===== src/spi_defs.svh =====
////////////////////////////////////////////////////////////
// Build-time constants for the SPI master with chip select
// SPI mode, serial clock divider, burst length, CS gap
////////////////////////////////////////////////////////////
`ifndef SPI_DEFS_SVH
`define SPI_DEFS_SVH

// SPI mode 0..3
// Bit 1 is CPOL (idle level of SCLK), bit 0 is CPHA (sample edge)
`define SPI_MODE 1

// System clocks per half serial bit, must be 2 or more
// e.g. 100 MHz i_Clk and 2 gives a 25 MHz SCLK
`define CLKS_PER_HALF_BIT 4

// Largest number of bytes sent while CS is held low
`define MAX_BYTES_PER_CS 4

// Minimum CS high time between bursts, in i_Clk cycles
`define CS_INACTIVE_CLKS 8

// Width of a burst length or byte index
`define SPI_COUNT_W $clog2(`MAX_BYTES_PER_CS + 1)

`endif


===== src/spi_pkg.sv =====
////////////////////////////////////////////////////////////
// Shared types for the SPI master
// Data byte, burst count and CS sequencer states
////////////////////////////////////////////////////////////
`default_nettype none

`include "spi_defs.svh"

package spi_pkg;

    ////////////////////////////////////////////////////////////
    // Payload types
    ////////////////////////////////////////////////////////////

    // One byte on MOSI or MISO
    typedef logic [7:0] spi_byte_t;

    // Burst length as given by the user, or position of a byte in a burst
    typedef logic [`SPI_COUNT_W-1:0] spi_count_t;

    ////////////////////////////////////////////////////////////
    // Chip select FSM
    ////////////////////////////////////////////////////////////

    typedef enum logic [1:0]
    {
        IDLE     = 2'b00,  // CS high, waiting for first byte
        TRANSFER = 2'b01,  // CS low, bytes moving
        CS_GAP   = 2'b10   // CS high, enforcing minimum inactive time
    } cs_state_t;

endpackage : spi_pkg

`default_nettype wire


===== src/spi_cs_sequencer.sv =====
////////////////////////////////////////////////////////////
// Decode stage of the SPI master
// CS FSM, remaining byte count, CS gap timer, user ready
////////////////////////////////////////////////////////////
`timescale 1ns/1ps
`default_nettype none

`include "spi_defs.svh"

module spi_cs_sequencer
    import spi_pkg::*;
(
    input  wire logic       i_Clk,
    input  wire logic       i_Rst_L,          // Async, active low
    input  wire spi_count_t i_tx_count,       // Bytes in burst, taken with first dv
    input  wire logic       i_tx_dv,          // One-cycle byte strobe from user
    input  wire logic       i_engine_ready,   // Bit engine can take a byte
    output logic            o_tx_ready,       // User may pulse i_tx_dv
    output logic            o_spi_cs_n        // Chip select, active low
);

    // Gap counter must hold CS_INACTIVE_CLKS, keep at least one bit
    localparam int GAP_W = (`CS_INACTIVE_CLKS > 0) ? $clog2(`CS_INACTIVE_CLKS + 1) : 1;
    localparam logic [GAP_W-1:0] GAP_LOAD = GAP_W'(`CS_INACTIVE_CLKS);

    cs_state_t        r_state;
    spi_count_t       r_bytes_left;    // Bytes still to be handed to the engine
    logic [GAP_W-1:0] r_gap_cnt;       // CS high cycles left before IDLE
    logic             r_cs_n;

    ////////////////////////////////////////////////////////////
    // Chip select state machine
    ////////////////////////////////////////////////////////////
    always_ff @(posedge i_Clk or negedge i_Rst_L)
    begin
        if (!i_Rst_L)
        begin
            r_state      <= IDLE;
            r_cs_n       <= 1'b1;       // Bus idle
            r_bytes_left <= '0;
            r_gap_cnt    <= '0;
        end
        else
        begin
            case (r_state)
                IDLE:
                begin
                    // First byte of a burst goes straight to the engine
                    if (i_tx_dv)
                    begin
                        r_bytes_left <= i_tx_count - 1'b1;  // First byte already taken
                        r_cs_n       <= 1'b0;
                        r_state      <= TRANSFER;
                    end
                end

                TRANSFER:
                begin
                    // Engine ready means the previous byte is fully done
                    if (i_engine_ready)
                    begin
                        if (r_bytes_left != '0)
                        begin
                            if (i_tx_dv)
                            begin
                                r_bytes_left <= r_bytes_left - 1'b1;
                            end
                        end
                        else
                        begin
                            r_cs_n    <= 1'b1;      // Burst complete
                            r_gap_cnt <= GAP_LOAD;
                            r_state   <= CS_GAP;
                        end
                    end
                end

                CS_GAP:
                begin
                    // Holds CS high for CS_INACTIVE_CLKS + 1 cycles
                    if (r_gap_cnt != '0)
                    begin
                        r_gap_cnt <= r_gap_cnt - 1'b1;
                    end
                    else
                    begin
                        r_state <= IDLE;
                    end
                end

                default:
                begin
                    r_cs_n  <= 1'b1;    // Recover from illegal encoding
                    r_state <= IDLE;
                end
            endcase
        end
    end

    ////////////////////////////////////////////////////////////
    // User side outputs
    ////////////////////////////////////////////////////////////

    // Ready drops in the same cycle as a strobe so no second pulse slips in
    assign o_tx_ready = ((r_state == IDLE) ||
                         ((r_state == TRANSFER) && i_engine_ready && (r_bytes_left != '0)))
                        && !i_tx_dv;

    assign o_spi_cs_n = r_cs_n;

endmodule : spi_cs_sequencer

`default_nettype wire


===== src/spi_bit_engine.sv =====
////////////////////////////////////////////////////////////
// Execute stage of the SPI master
// SCLK generation, MOSI shift out, MISO shift in, one byte
////////////////////////////////////////////////////////////
`timescale 1ns/1ps
`default_nettype none

`include "spi_defs.svh"

module spi_bit_engine
    import spi_pkg::*;
#(
    parameter int SPI_MODE          = `SPI_MODE,            // 0..3
    parameter int CLKS_PER_HALF_BIT = `CLKS_PER_HALF_BIT    // >= 2
)
(
    input  wire logic      i_Clk,
    input  wire logic      i_Rst_L,
    input  wire spi_byte_t i_tx_byte,       // Byte for MOSI, valid with i_tx_dv
    input  wire logic      i_tx_dv,         // Start strobe
    output logic           o_engine_ready,  // Idle, may start a byte
    output logic           o_bit_dv,        // One cycle, received byte done
    output spi_byte_t      o_bit_byte,      // Byte assembled from MISO
    output logic           o_spi_clk,
    output logic           o_spi_mosi,
    input  wire logic      i_spi_miso
);

    localparam logic CPOL = (SPI_MODE >= 2);        // SCLK idle level
    localparam logic CPHA = ((SPI_MODE % 2) == 1);  // 1 samples on trailing edge

    // Counter spans one full serial bit
    localparam int CNT_W = $clog2(CLKS_PER_HALF_BIT * 2);
    localparam logic [CNT_W-1:0] HALF_END = CNT_W'(CLKS_PER_HALF_BIT - 1);
    localparam logic [CNT_W-1:0] FULL_END = CNT_W'(CLKS_PER_HALF_BIT * 2 - 1);

    logic             w_start;       // Accepted start strobe
    logic             w_sample;      // Edge on which MISO is captured
    logic [CNT_W-1:0] r_clk_cnt;     // System clocks within a serial bit
    logic [4:0]       r_edges;       // SCLK edges still to produce, 16 per byte
    logic             r_lead;        // Pulse, leading edge just produced
    logic             r_trail;       // Pulse, trailing edge just produced
    logic             r_spi_clk;
    spi_byte_t        r_tx_byte;     // Copy of byte being sent
    logic [2:0]       r_tx_bit;      // Next bit of r_tx_byte for MOSI
    logic             r_mosi;
    spi_byte_t        r_rx_shift;    // MISO shift register, MSB first

    assign w_start  = i_tx_dv && o_engine_ready;
    assign w_sample = CPHA ? r_trail : r_lead;

    ////////////////////////////////////////////////////////////
    // Ready level
    ////////////////////////////////////////////////////////////
    always_ff @(posedge i_Clk or negedge i_Rst_L)
    begin
        if (!i_Rst_L)
            o_engine_ready <= 1'b1;
        else if (w_start)
            o_engine_ready <= 1'b0;     // Busy from the cycle after dv
        else if (o_bit_dv)
            o_engine_ready <= 1'b1;     // Free again right after the result
    end

    ////////////////////////////////////////////////////////////
    // Serial clock and edge pulses
    ////////////////////////////////////////////////////////////
    always_ff @(posedge i_Clk or negedge i_Rst_L)
    begin
        if (!i_Rst_L)
        begin
            r_clk_cnt <= '0;
            r_edges   <= '0;
            r_lead    <= 1'b0;
            r_trail   <= 1'b0;
            r_spi_clk <= CPOL;
        end
        else
        begin
            r_lead  <= 1'b0;    // Default, pulses last one cycle
            r_trail <= 1'b0;

            if (w_start)
            begin
                r_edges   <= 5'd16;
                r_clk_cnt <= '0;
            end
            else if (r_edges != '0)
            begin
                if (r_clk_cnt == FULL_END)
                begin
                    // Second half of a bit, back to idle level
                    r_clk_cnt <= '0;
                    r_edges   <= r_edges - 1'b1;
                    r_trail   <= 1'b1;
                    r_spi_clk <= ~r_spi_clk;
                end
                else if (r_clk_cnt == HALF_END)
                begin
                    r_clk_cnt <= r_clk_cnt + 1'b1;
                    r_edges   <= r_edges - 1'b1;
                    r_lead    <= 1'b1;
                    r_spi_clk <= ~r_spi_clk;
                end
                else
                begin
                    r_clk_cnt <= r_clk_cnt + 1'b1;
                end
            end
        end
    end

    ////////////////////////////////////////////////////////////
    // MOSI, driven on the edge that does not sample
    ////////////////////////////////////////////////////////////
    always_ff @(posedge i_Clk or negedge i_Rst_L)
    begin
        if (!i_Rst_L)
        begin
            r_mosi   <= 1'b0;
            r_tx_bit <= 3'd7;
        end
        else if (w_start)
        begin
            if (CPHA)
            begin
                r_tx_bit <= 3'd7;           // MSB goes out on first leading edge
            end
            else
            begin
                r_mosi   <= i_tx_byte[7];   // Phase 0, MSB set up before any edge
                r_tx_bit <= 3'd6;
            end
        end
        else if (CPHA && r_lead)
        begin
            r_mosi   <= r_tx_byte[r_tx_bit];
            r_tx_bit <= r_tx_bit - 1'b1;
        end
        else if (!CPHA && r_trail && (r_edges != '0))
        begin
            // Last trailing edge ends the byte, nothing more to send
            r_mosi   <= r_tx_byte[r_tx_bit];
            r_tx_bit <= r_tx_bit - 1'b1;
        end
    end

    // Payload, no reset
    always_ff @(posedge i_Clk)
    begin
        if (w_start)
            r_tx_byte <= i_tx_byte;
        if (w_sample)
            r_rx_shift <= {r_rx_shift[6:0], i_spi_miso};
    end

    ////////////////////////////////////////////////////////////
    // Done strobe, after the 16th edge so SCLK is idle again
    ////////////////////////////////////////////////////////////
    always_ff @(posedge i_Clk or negedge i_Rst_L)
    begin
        if (!i_Rst_L)
            o_bit_dv <= 1'b0;
        else
            o_bit_dv <= r_trail && (r_edges == '0);
    end

    assign o_bit_byte = r_rx_shift;     // Stable until next byte samples
    assign o_spi_clk  = r_spi_clk;
    assign o_spi_mosi = r_mosi;

endmodule : spi_bit_engine

`default_nettype wire


===== src/spi_rx_collector.sv =====
////////////////////////////////////////////////////////////
// Result stage of the SPI master
// Registered receive byte, valid strobe, index in burst
////////////////////////////////////////////////////////////
`timescale 1ns/1ps
`default_nettype none

`include "spi_defs.svh"

module spi_rx_collector
    import spi_pkg::*;
(
    input  wire logic      i_Clk,
    input  wire logic      i_Rst_L,
    input  wire logic      i_bit_dv,      // Byte done pulse from bit engine
    input  wire spi_byte_t i_bit_byte,
    input  wire logic      i_spi_cs_n,    // High between bursts
    output logic           o_rx_dv,       // One cycle after i_bit_dv
    output spi_byte_t      o_rx_byte,
    output spi_count_t     o_rx_index     // Position of o_rx_byte in burst
);

    spi_count_t r_index;

    // Valid strobe, one cycle late
    always_ff @(posedge i_Clk or negedge i_Rst_L)
    begin
        if (!i_Rst_L)
            o_rx_dv <= 1'b0;
        else
            o_rx_dv <= i_bit_dv;
    end

    always_ff @(posedge i_Clk)
    begin
        if (i_bit_dv)
            o_rx_byte <= i_bit_byte;    // Held until next byte
    end

    // Index advances after each presented byte, restarts with CS high
    always_ff @(posedge i_Clk or negedge i_Rst_L)
    begin
        if (!i_Rst_L)
            r_index <= '0;
        else if (i_spi_cs_n)
            r_index <= '0;
        else if (o_rx_dv)
            r_index <= r_index + 1'b1;
    end

    assign o_rx_index = r_index;

endmodule : spi_rx_collector

`default_nettype wire


===== src/spi_master_cs_top.sv =====
////////////////////////////////////////////////////////////
// SPI master with a single chip select
// Sequencer, bit engine and receive collector
////////////////////////////////////////////////////////////
`timescale 1ns/1ps
`default_nettype none

`include "spi_defs.svh"

module spi_master_cs_top
    import spi_pkg::*;
(
    input  wire logic       i_Clk,
    input  wire logic       i_Rst_L,

    // User transmit side
    input  wire spi_count_t i_tx_count,    // Burst length, with first i_tx_dv
    input  wire spi_byte_t  i_tx_byte,
    input  wire logic       i_tx_dv,
    output logic            o_tx_ready,

    // User receive side, no back-pressure
    output logic            o_rx_dv,
    output spi_byte_t       o_rx_byte,
    output spi_count_t      o_rx_index,

    // SPI pins
    output logic            o_spi_clk,
    output logic            o_spi_mosi,
    output logic            o_spi_cs_n,
    input  wire logic       i_spi_miso
);

    logic      w_engine_ready;   // Engine idle
    logic      w_bit_dv;         // Engine finished a byte
    spi_byte_t w_bit_byte;

    ////////////////////////////////////////////////////////////
    // Stages
    ////////////////////////////////////////////////////////////
    spi_cs_sequencer u_sequencer
    (
        .i_Clk          (i_Clk),
        .i_Rst_L        (i_Rst_L),
        .i_tx_count     (i_tx_count),
        .i_tx_dv        (i_tx_dv),
        .i_engine_ready (w_engine_ready),
        .o_tx_ready     (o_tx_ready),
        .o_spi_cs_n     (o_spi_cs_n)
    );

    // User strobe and byte go straight to the engine
    spi_bit_engine
    #(
        .SPI_MODE          (`SPI_MODE),
        .CLKS_PER_HALF_BIT (`CLKS_PER_HALF_BIT)
    )
    u_bit_engine
    (
        .i_Clk          (i_Clk),
        .i_Rst_L        (i_Rst_L),
        .i_tx_byte      (i_tx_byte),
        .i_tx_dv        (i_tx_dv),
        .o_engine_ready (w_engine_ready),
        .o_bit_dv       (w_bit_dv),
        .o_bit_byte     (w_bit_byte),
        .o_spi_clk      (o_spi_clk),
        .o_spi_mosi     (o_spi_mosi),
        .i_spi_miso     (i_spi_miso)
    );

    spi_rx_collector u_rx_collector
    (
        .i_Clk      (i_Clk),
        .i_Rst_L    (i_Rst_L),
        .i_bit_dv   (w_bit_dv),
        .i_bit_byte (w_bit_byte),
        .i_spi_cs_n (o_spi_cs_n),   // Clears the burst index
        .o_rx_dv    (o_rx_dv),
        .o_rx_byte  (o_rx_byte),
        .o_rx_index (o_rx_index)
    );

endmodule : spi_master_cs_top

`default_nettype wire


===== config.mk =====
export PLATFORM = sky130hd
export DESIGN_NAME = spi_master_cs_top
export DESIGN_NICKNAME = d
export VERILOG_FILES = /design/src/spi_pkg.sv /design/src/spi_cs_sequencer.sv /design/src/spi_bit_engine.sv /design/src/spi_rx_collector.sv /design/src/spi_master_cs_top.sv
export VERILOG_INCLUDE_DIRS = /design/src /design/src/src
export SDC_FILE = /design/constraint.sdc
export NUM_CORES = 1
export LEC_CHECK = 0
export CAP_MARGIN = 20
export CORE_MARGIN = 2
export CORE_UTILIZATION = 66
export CTS_CLUSTER_SIZE = 28
export DETAILED_ROUTE_END_ITERATION = 6
export DONT_BUFFER_PORTS = 1
export GPL_ROUTABILITY_DRIVEN = 0
export PLACE_DENSITY = 0.84
export SLEW_MARGIN = 5
export SYNTH_ARGS = -nofsm -noshare
export SYNTH_HDL_FRONTEND = slang
export SYNTH_SLANG_ARGS = --single-unit

===== constraint.sdc =====
create_clock -name i_Clk -period 3.66 [get_ports i_Clk]
set_clock_uncertainty 0.15 [all_clocks]
set_input_delay 0.549 -clock i_Clk [delete_from_list [all_inputs] [get_ports i_Clk]]
set_output_delay 0.549 -clock i_Clk [all_outputs]
set_load 0.005 [all_outputs]

* Yosys cells after proc, flatten, opt, wreduce, memory -nomap -nowiden
Index checks and enable logic that the tools add are counted.
** Storage, ports and cells
- Output and inout port bits :: 16
- Register bits after elaboration :: 55
- Input bits :: 15
** Operators by class
- Reduce and logical (&&, ||, !) cells :: 27
- Eq/ne operators :: 11
- Mux-type cells :: 42
- Bitwise gates (word level) :: 3
- $add $sub $neg :: 7
- $lt $le $gt $ge :: 1
** Operators by type and width (number)
- 2-to-1 mux 3 bit :: 11
- 2-to-1 mux 5 bit :: 4
- 2-to-1 mux 1 bit :: 15
- nonzero test 2 bit :: 7
- 2-to-1 mux 4 bit :: 3
- AND reduction 4 bit :: 3
- != test 2 bit (second input constant) :: 5
- subtractor 3 x 1 -> 3 bit (second input constant) :: 3
- 2-to-1 mux 2 bit :: 4
- case mux 4 bit (2 select lines) :: 1
- adder 3 x 1 -> 3 bit (second input constant) :: 2
- case mux 2 bit (3 select lines) :: 1
- case mux 3 bit (2 select lines) :: 1
- nonzero test 3 bit :: 2
- logical AND 1 bit :: 5
- zero test 5 bit :: 1
- AND reduction 5 bit :: 1
- nonzero test 5 bit :: 1
- subtractor 5 x 1 -> 5 bit (second input constant) :: 1
- < comparator 3 x 4 -> 1 bit (second input constant) :: 1
- != test 2 x 1 -> 1 bit (second input constant) :: 2
- AND reduction 2 bit :: 2
- nonzero test 4 bit :: 1
- subtractor 4 x 1 -> 4 bit (second input constant) :: 1
- 11 further kinds :: 13

* Longest topological paths before layout
- Depth after elaboration :: 5
- Gate-level depth with buffers :: 6
- Gate-level depth less buffers :: 6

* By module
A second synthesis with hierarchy kept.
** Second synthesis, totals
- Cell total of the unflattened synthesis :: 183
- Area, all modules :: 2434.8 um^2
** By module, submodules not included
- spi_bit_engine :: area each 1372.6 um^2, cells an instance 98, times used 1
- spi_cs_sequencer :: area each 660.6 um^2, cells an instance 65, times used 1
- spi_rx_collector :: area each 401.6 um^2, cells an instance 20, times used 1

* Worst setup path after synthesis
Ideal clock, no wire load.
- Path kind :: register to register
- From :: register u_sequencer.r_gap_cnt[0]
- To :: register u_sequencer.r_gap_cnt[3]
- Buffers on the path :: 0
- Library setup time :: 121 ps
- Arrival time :: 1395 ps
- Slack :: 1994 ps
- Required time :: 3389 ps
- Cell stages (with the launch flop) :: 6
- Clock period less this slack :: 1666 ps
- Cell sequence :: dfrtp_1 > inv_1 > ha_1 > or3b_1 > a32o_1 > o22a_1
** Between the ends
- Longest elaborated chain between the ends :: 3
** RTL lines
- from (decl) :: line spi_cs_sequencer.sv:28 : logic [GAP_W-1:0] r_gap_cnt;
- from (signal assigned) :: line spi_cs_sequencer.sv:83 : r_gap_cnt <= r_gap_cnt - 1'b1;
- subtractor 4 x 1 -> 4 bit or nonzero test 4 bit (tied branches) :: line spi_cs_sequencer.sv:83, spi_cs_sequencer.sv:81
- 2-to-1 mux 4 bit or != test 2 x 1 -> 1 bit (tied branches)
- case mux 4 bit (2 select lines) or AND reduction 4 bit (tied branches)
Parallel ways exist; a longest one is shown, timed or not. The select of a mux whose other input is x is not followed.
A chain may end at the register's enable or synchronous reset.

* Final worst setup path
- From :: register u_sequencer.r_state[1]
- To :: output o_tx_ready
** Between the ends
- Longest elaborated chain between the ends :: 5
** RTL lines
- from (decl) :: line spi_cs_sequencer.sv:26 : cs_state_t r_state;
- from (signal assigned) :: line spi_cs_sequencer.sv:38 : r_state <= IDLE;
- from (signal assigned) :: line spi_cs_sequencer.sv:53 : r_state <= TRANSFER;
- from (signal assigned) :: line spi_cs_sequencer.sv:73 : r_state <= CS_GAP;
- == test 2 x 1 -> 1 bit :: line spi_cs_sequencer.sv:106 : ((r_state == TRANSFER) && i_engine_ready && (r_bytes_left != '0)))
- logical AND 1 bit (2 in a row) :: line spi_cs_sequencer.sv:106
- logical OR 1 bit (*) :: line spi_cs_sequencer.sv:105 : assign o_tx_ready = ((r_state == IDLE) ||
- logical AND 1 bit (*) :: line spi_cs_sequencer.sv:107 : && !i_tx_dv;
- to (decl) :: line spi_master_cs_top.sv:20 : output logic o_tx_ready,
Mark *: on every way between the ends. The rest lies on a longest branch, timed or not.

==> impl_metrics.ini <==
[route]
wl_met2_um = 1871
wl_per_cell_um = 16.25
dr.pass1.iters = 4
drc = 0
wl_met1_um = 1540
ant_nets = 0
drt-total-wl_um = 3656
route.met3.wl_um = 117
routed-via-count = 1325
viasPerCell = 5.889
highest_layer = met4
drt_iter0_drc = 72

[setup_path]
crit_type = reg2out
worst_r2r_endpoint = u_sequencer.r_bytes_left[2]
cpLargestDelayFamily = simple AND/OR/NAND/NOR gates
critPathSlowestCell = dfrtp_1
critical_path_arrival_ns = 1.50
start_kind = register
cp-end-kind = output port
rrSetupSlack_ns = 1.49
critPathMostFrequentCell = nor2_1
crit_chain = nand2b_1, nor2_1, a21oi_1, nor2_1
critPathRequiredTime_ns = 2.96
regToRegStartpoint = u_bit_engine.o_engine_ready
path_buf_inv = 0
cp-startpoint = u_sequencer.r_state[1]
worst-path-stages = 4
reg2reg_depth = 4
critPathMaxFanout = 6
slowest_delay_ns = 0.45

[yosys]
syn-num-nets = 194
synth_edf_count = 24
synth_top_cell_by_area = edfxtp_1
syn_avg_cell_area_sq_um = 13.40
synth_cell_type_count = 38
yosys-top-cells-area = edfxtp_1, dfrtp_1, dfstp_2
synth-seq-area-share = 0.6556
ys_warn_count = 0
yosysTopAreaCellShare = 0.3144
ys.flop_type = dfrtp_1
syn_inst = 171
ys_ff_latch = 55
ys_async_sr_fraction = 0.5636
synth_common_cells = dfrtp_1, edfxtp_1, nor2_1
synthesis.area_sq_um = 2292
synth.most_common_cell = dfrtp_1

[worst_hold_path]
min_path_cells = 1
worstHoldPathType = in2reg
min_from = i_tx_dv
hold_path_end = u_bit_engine.o_engine_ready

[timing]
slew_headroom = 0.5687
fin_setup_tns_ns = 0
timing.hold.ws_ns = 0.07665
slew_viol_final = 0
worst_pin_slew_ns = 0.6452
setup_viol = 0
finalHoldViolCount = 0
setup_slack_ns = 1.465
fin_crit_ns = 2.195
rsz0062_at_grt = false
fmax_ghz = 0.4555
min_period_over_period = 0.5998

[final_layout]
drive_gt1_frac = 0.1341
finalNonFillerCells = 225
nNetsFinal = 201
final_util = 0.7345
diodes = 0
syn2layout_area_growth_pct = 6.932

[floorplan]
coreArea_sq_um = 3337
die_h_um = 62.93
dieWidth_um = 62.93
row_count = 21
start_util = 0.6869
boundaryPins = 31
die_area_sq_um = 3960

[global_route]
overflow = 0
grt_max_degree = 32
first_global_vias = 1408
antenna_found_initial = 0
grt_usage = 0.2101
grt_pass1_wl_um = 6410

[clock_tree]
htreeDepth = 2
cts_sinks = 55
cts_tree = yes
path_clk_slew_ns = 0.15
clock_path_buffers = 2
cts_resized = 0
cts_buffers = 5
ctsRootBufferMaster = clkbuf_4
cts_setup_buffers = 0
clock_latency_ns = 0.37

[place]
portBuffers = 0
hpwl_um = 2601
preCtsSetupSlack_ns = 1.546
post-place-cells = 215

[pwr]
ir_worst_vdd_uv = 427.2
p_leak_nw = 1.052
power_density_nw_per_um2 = 699.3

[flow_run]
cap_viol_max_count = 0

[outcome]
status = complete, no violations
==> flip-flops by register name, summed over array words and instances, names as in the netlist, 3 cells and up <==
name / flops
u_bit_engine.o_bit_byte: 8
u_bit_engine.r_clk_cnt: 3
u_bit_engine.r_edges: 5
u_bit_engine.r_tx_bit: 3
u_bit_engine.r_tx_byte: 8
u_rx_collector.o_rx_byte: 8
u_rx_collector.o_rx_index: 3
u_sequencer.r_bytes_left: 3
u_sequencer.r_gap_cnt: 4
==> report_power, final <==
part | switching [mW] | total [mW] | internal, mW | leakage [nW]
sequential | 0.137 | 0.946 | 0.809 | 0.599
combinational | 0.216 | 0.433 | 0.218 | 0.412
clock | 0.189 | 0.335 | 0.146 | 0.0418
total | 0.542 | 1.71 | 1.17 | 1.05
==> metal layers <==
layer	vias to the layer above	GRT usage
li1	616	-
met1	660	0.2615
met2	35	0.3484
met3	14	0.04865
met4	0	0.1000
met5	-	0
==> layout make-up <==
class / instances / area, sq um
sequential: 55 / 1503
fill: 226 / 885.9
multi-input combinational: 103 / 735.7
tap: 46 / 57.56
clock inverter: 3 / 46.29
inverter: 11 / 41.29
clock buffer: 5 / 37.54
timing repair buffer: 2 / 30.03
==> per-stage QoR <==
step                instance area (sq um)  power (mW)
floorplan                            2292       1.279
global placement                     2337       1.331
detailed placement                   2337       1.382
CTS                                  2451       1.722
global route                         2451       1.831
finish                               2451       1.714
==> kinds of logic (layout without fill, tap and decap cells) <==
| kind of cell | count (synthesis) | count (layout) | share of synthesized area |
|---|---|---|---|
| flip-flops | 55 | 55 | 0.6556 |
| AND/OR/NAND/NOR | 52 | 52 | 0.1206 |
| AO/OA/AOI/OAI | 22 | 22 | 0.06387 |
| buffers and inverters | 13 | 21 | 0.02347 |
| multiplexers | 12 | 12 | 0.05841 |
| XOR/XNOR | 9 | 9 | 0.03439 |
| adder cells (fa/ha/maj) | 8 | 8 | 0.04367 |
==> worst max path at each step <==
stage / slack, ns / end
4_1_cts: 1.45 / o_tx_ready
2_1_floorplan: 1.99 / u_sequencer.r_gap_cnt[3]
6_report: 1.46 / o_tx_ready
5_1_grt: 1.35 / u_sequencer.r_bytes_left[2]
3_3_place_gp: 1.65 / u_sequencer.r_bytes_left[2]
3_5_place_dp: 1.55 / u_sequencer.r_bytes_left[2]
==> layout by cell type, fill, tap and decap left out, types with 5 or more instances in the layout <==
| cell | instances |
|---|---|
| nand2_1 | 11 |
| a21oi_1 | 8 |
| dfrtp_1 | 26 |
| dfstp_2 | 5 |
| inv_1 | 11 |
| xnor2_1 | 6 |
| nor2_1 | 18 |
| clkbuf_4 | 5 |
| ha_1 | 8 |
| o21ai_0 | 5 |
| mux2i_1 | 10 |
| nor3_1 | 5 |
| edfxtp_1 | 24 |
==> repair_timing <==
item | CTS | global route
endpoints found under the setup margin | 0 | 0
endpoints found under the hold margin | 31 | 0
hold buffers | 2 | 0
(Power assumes the default switching activity.)
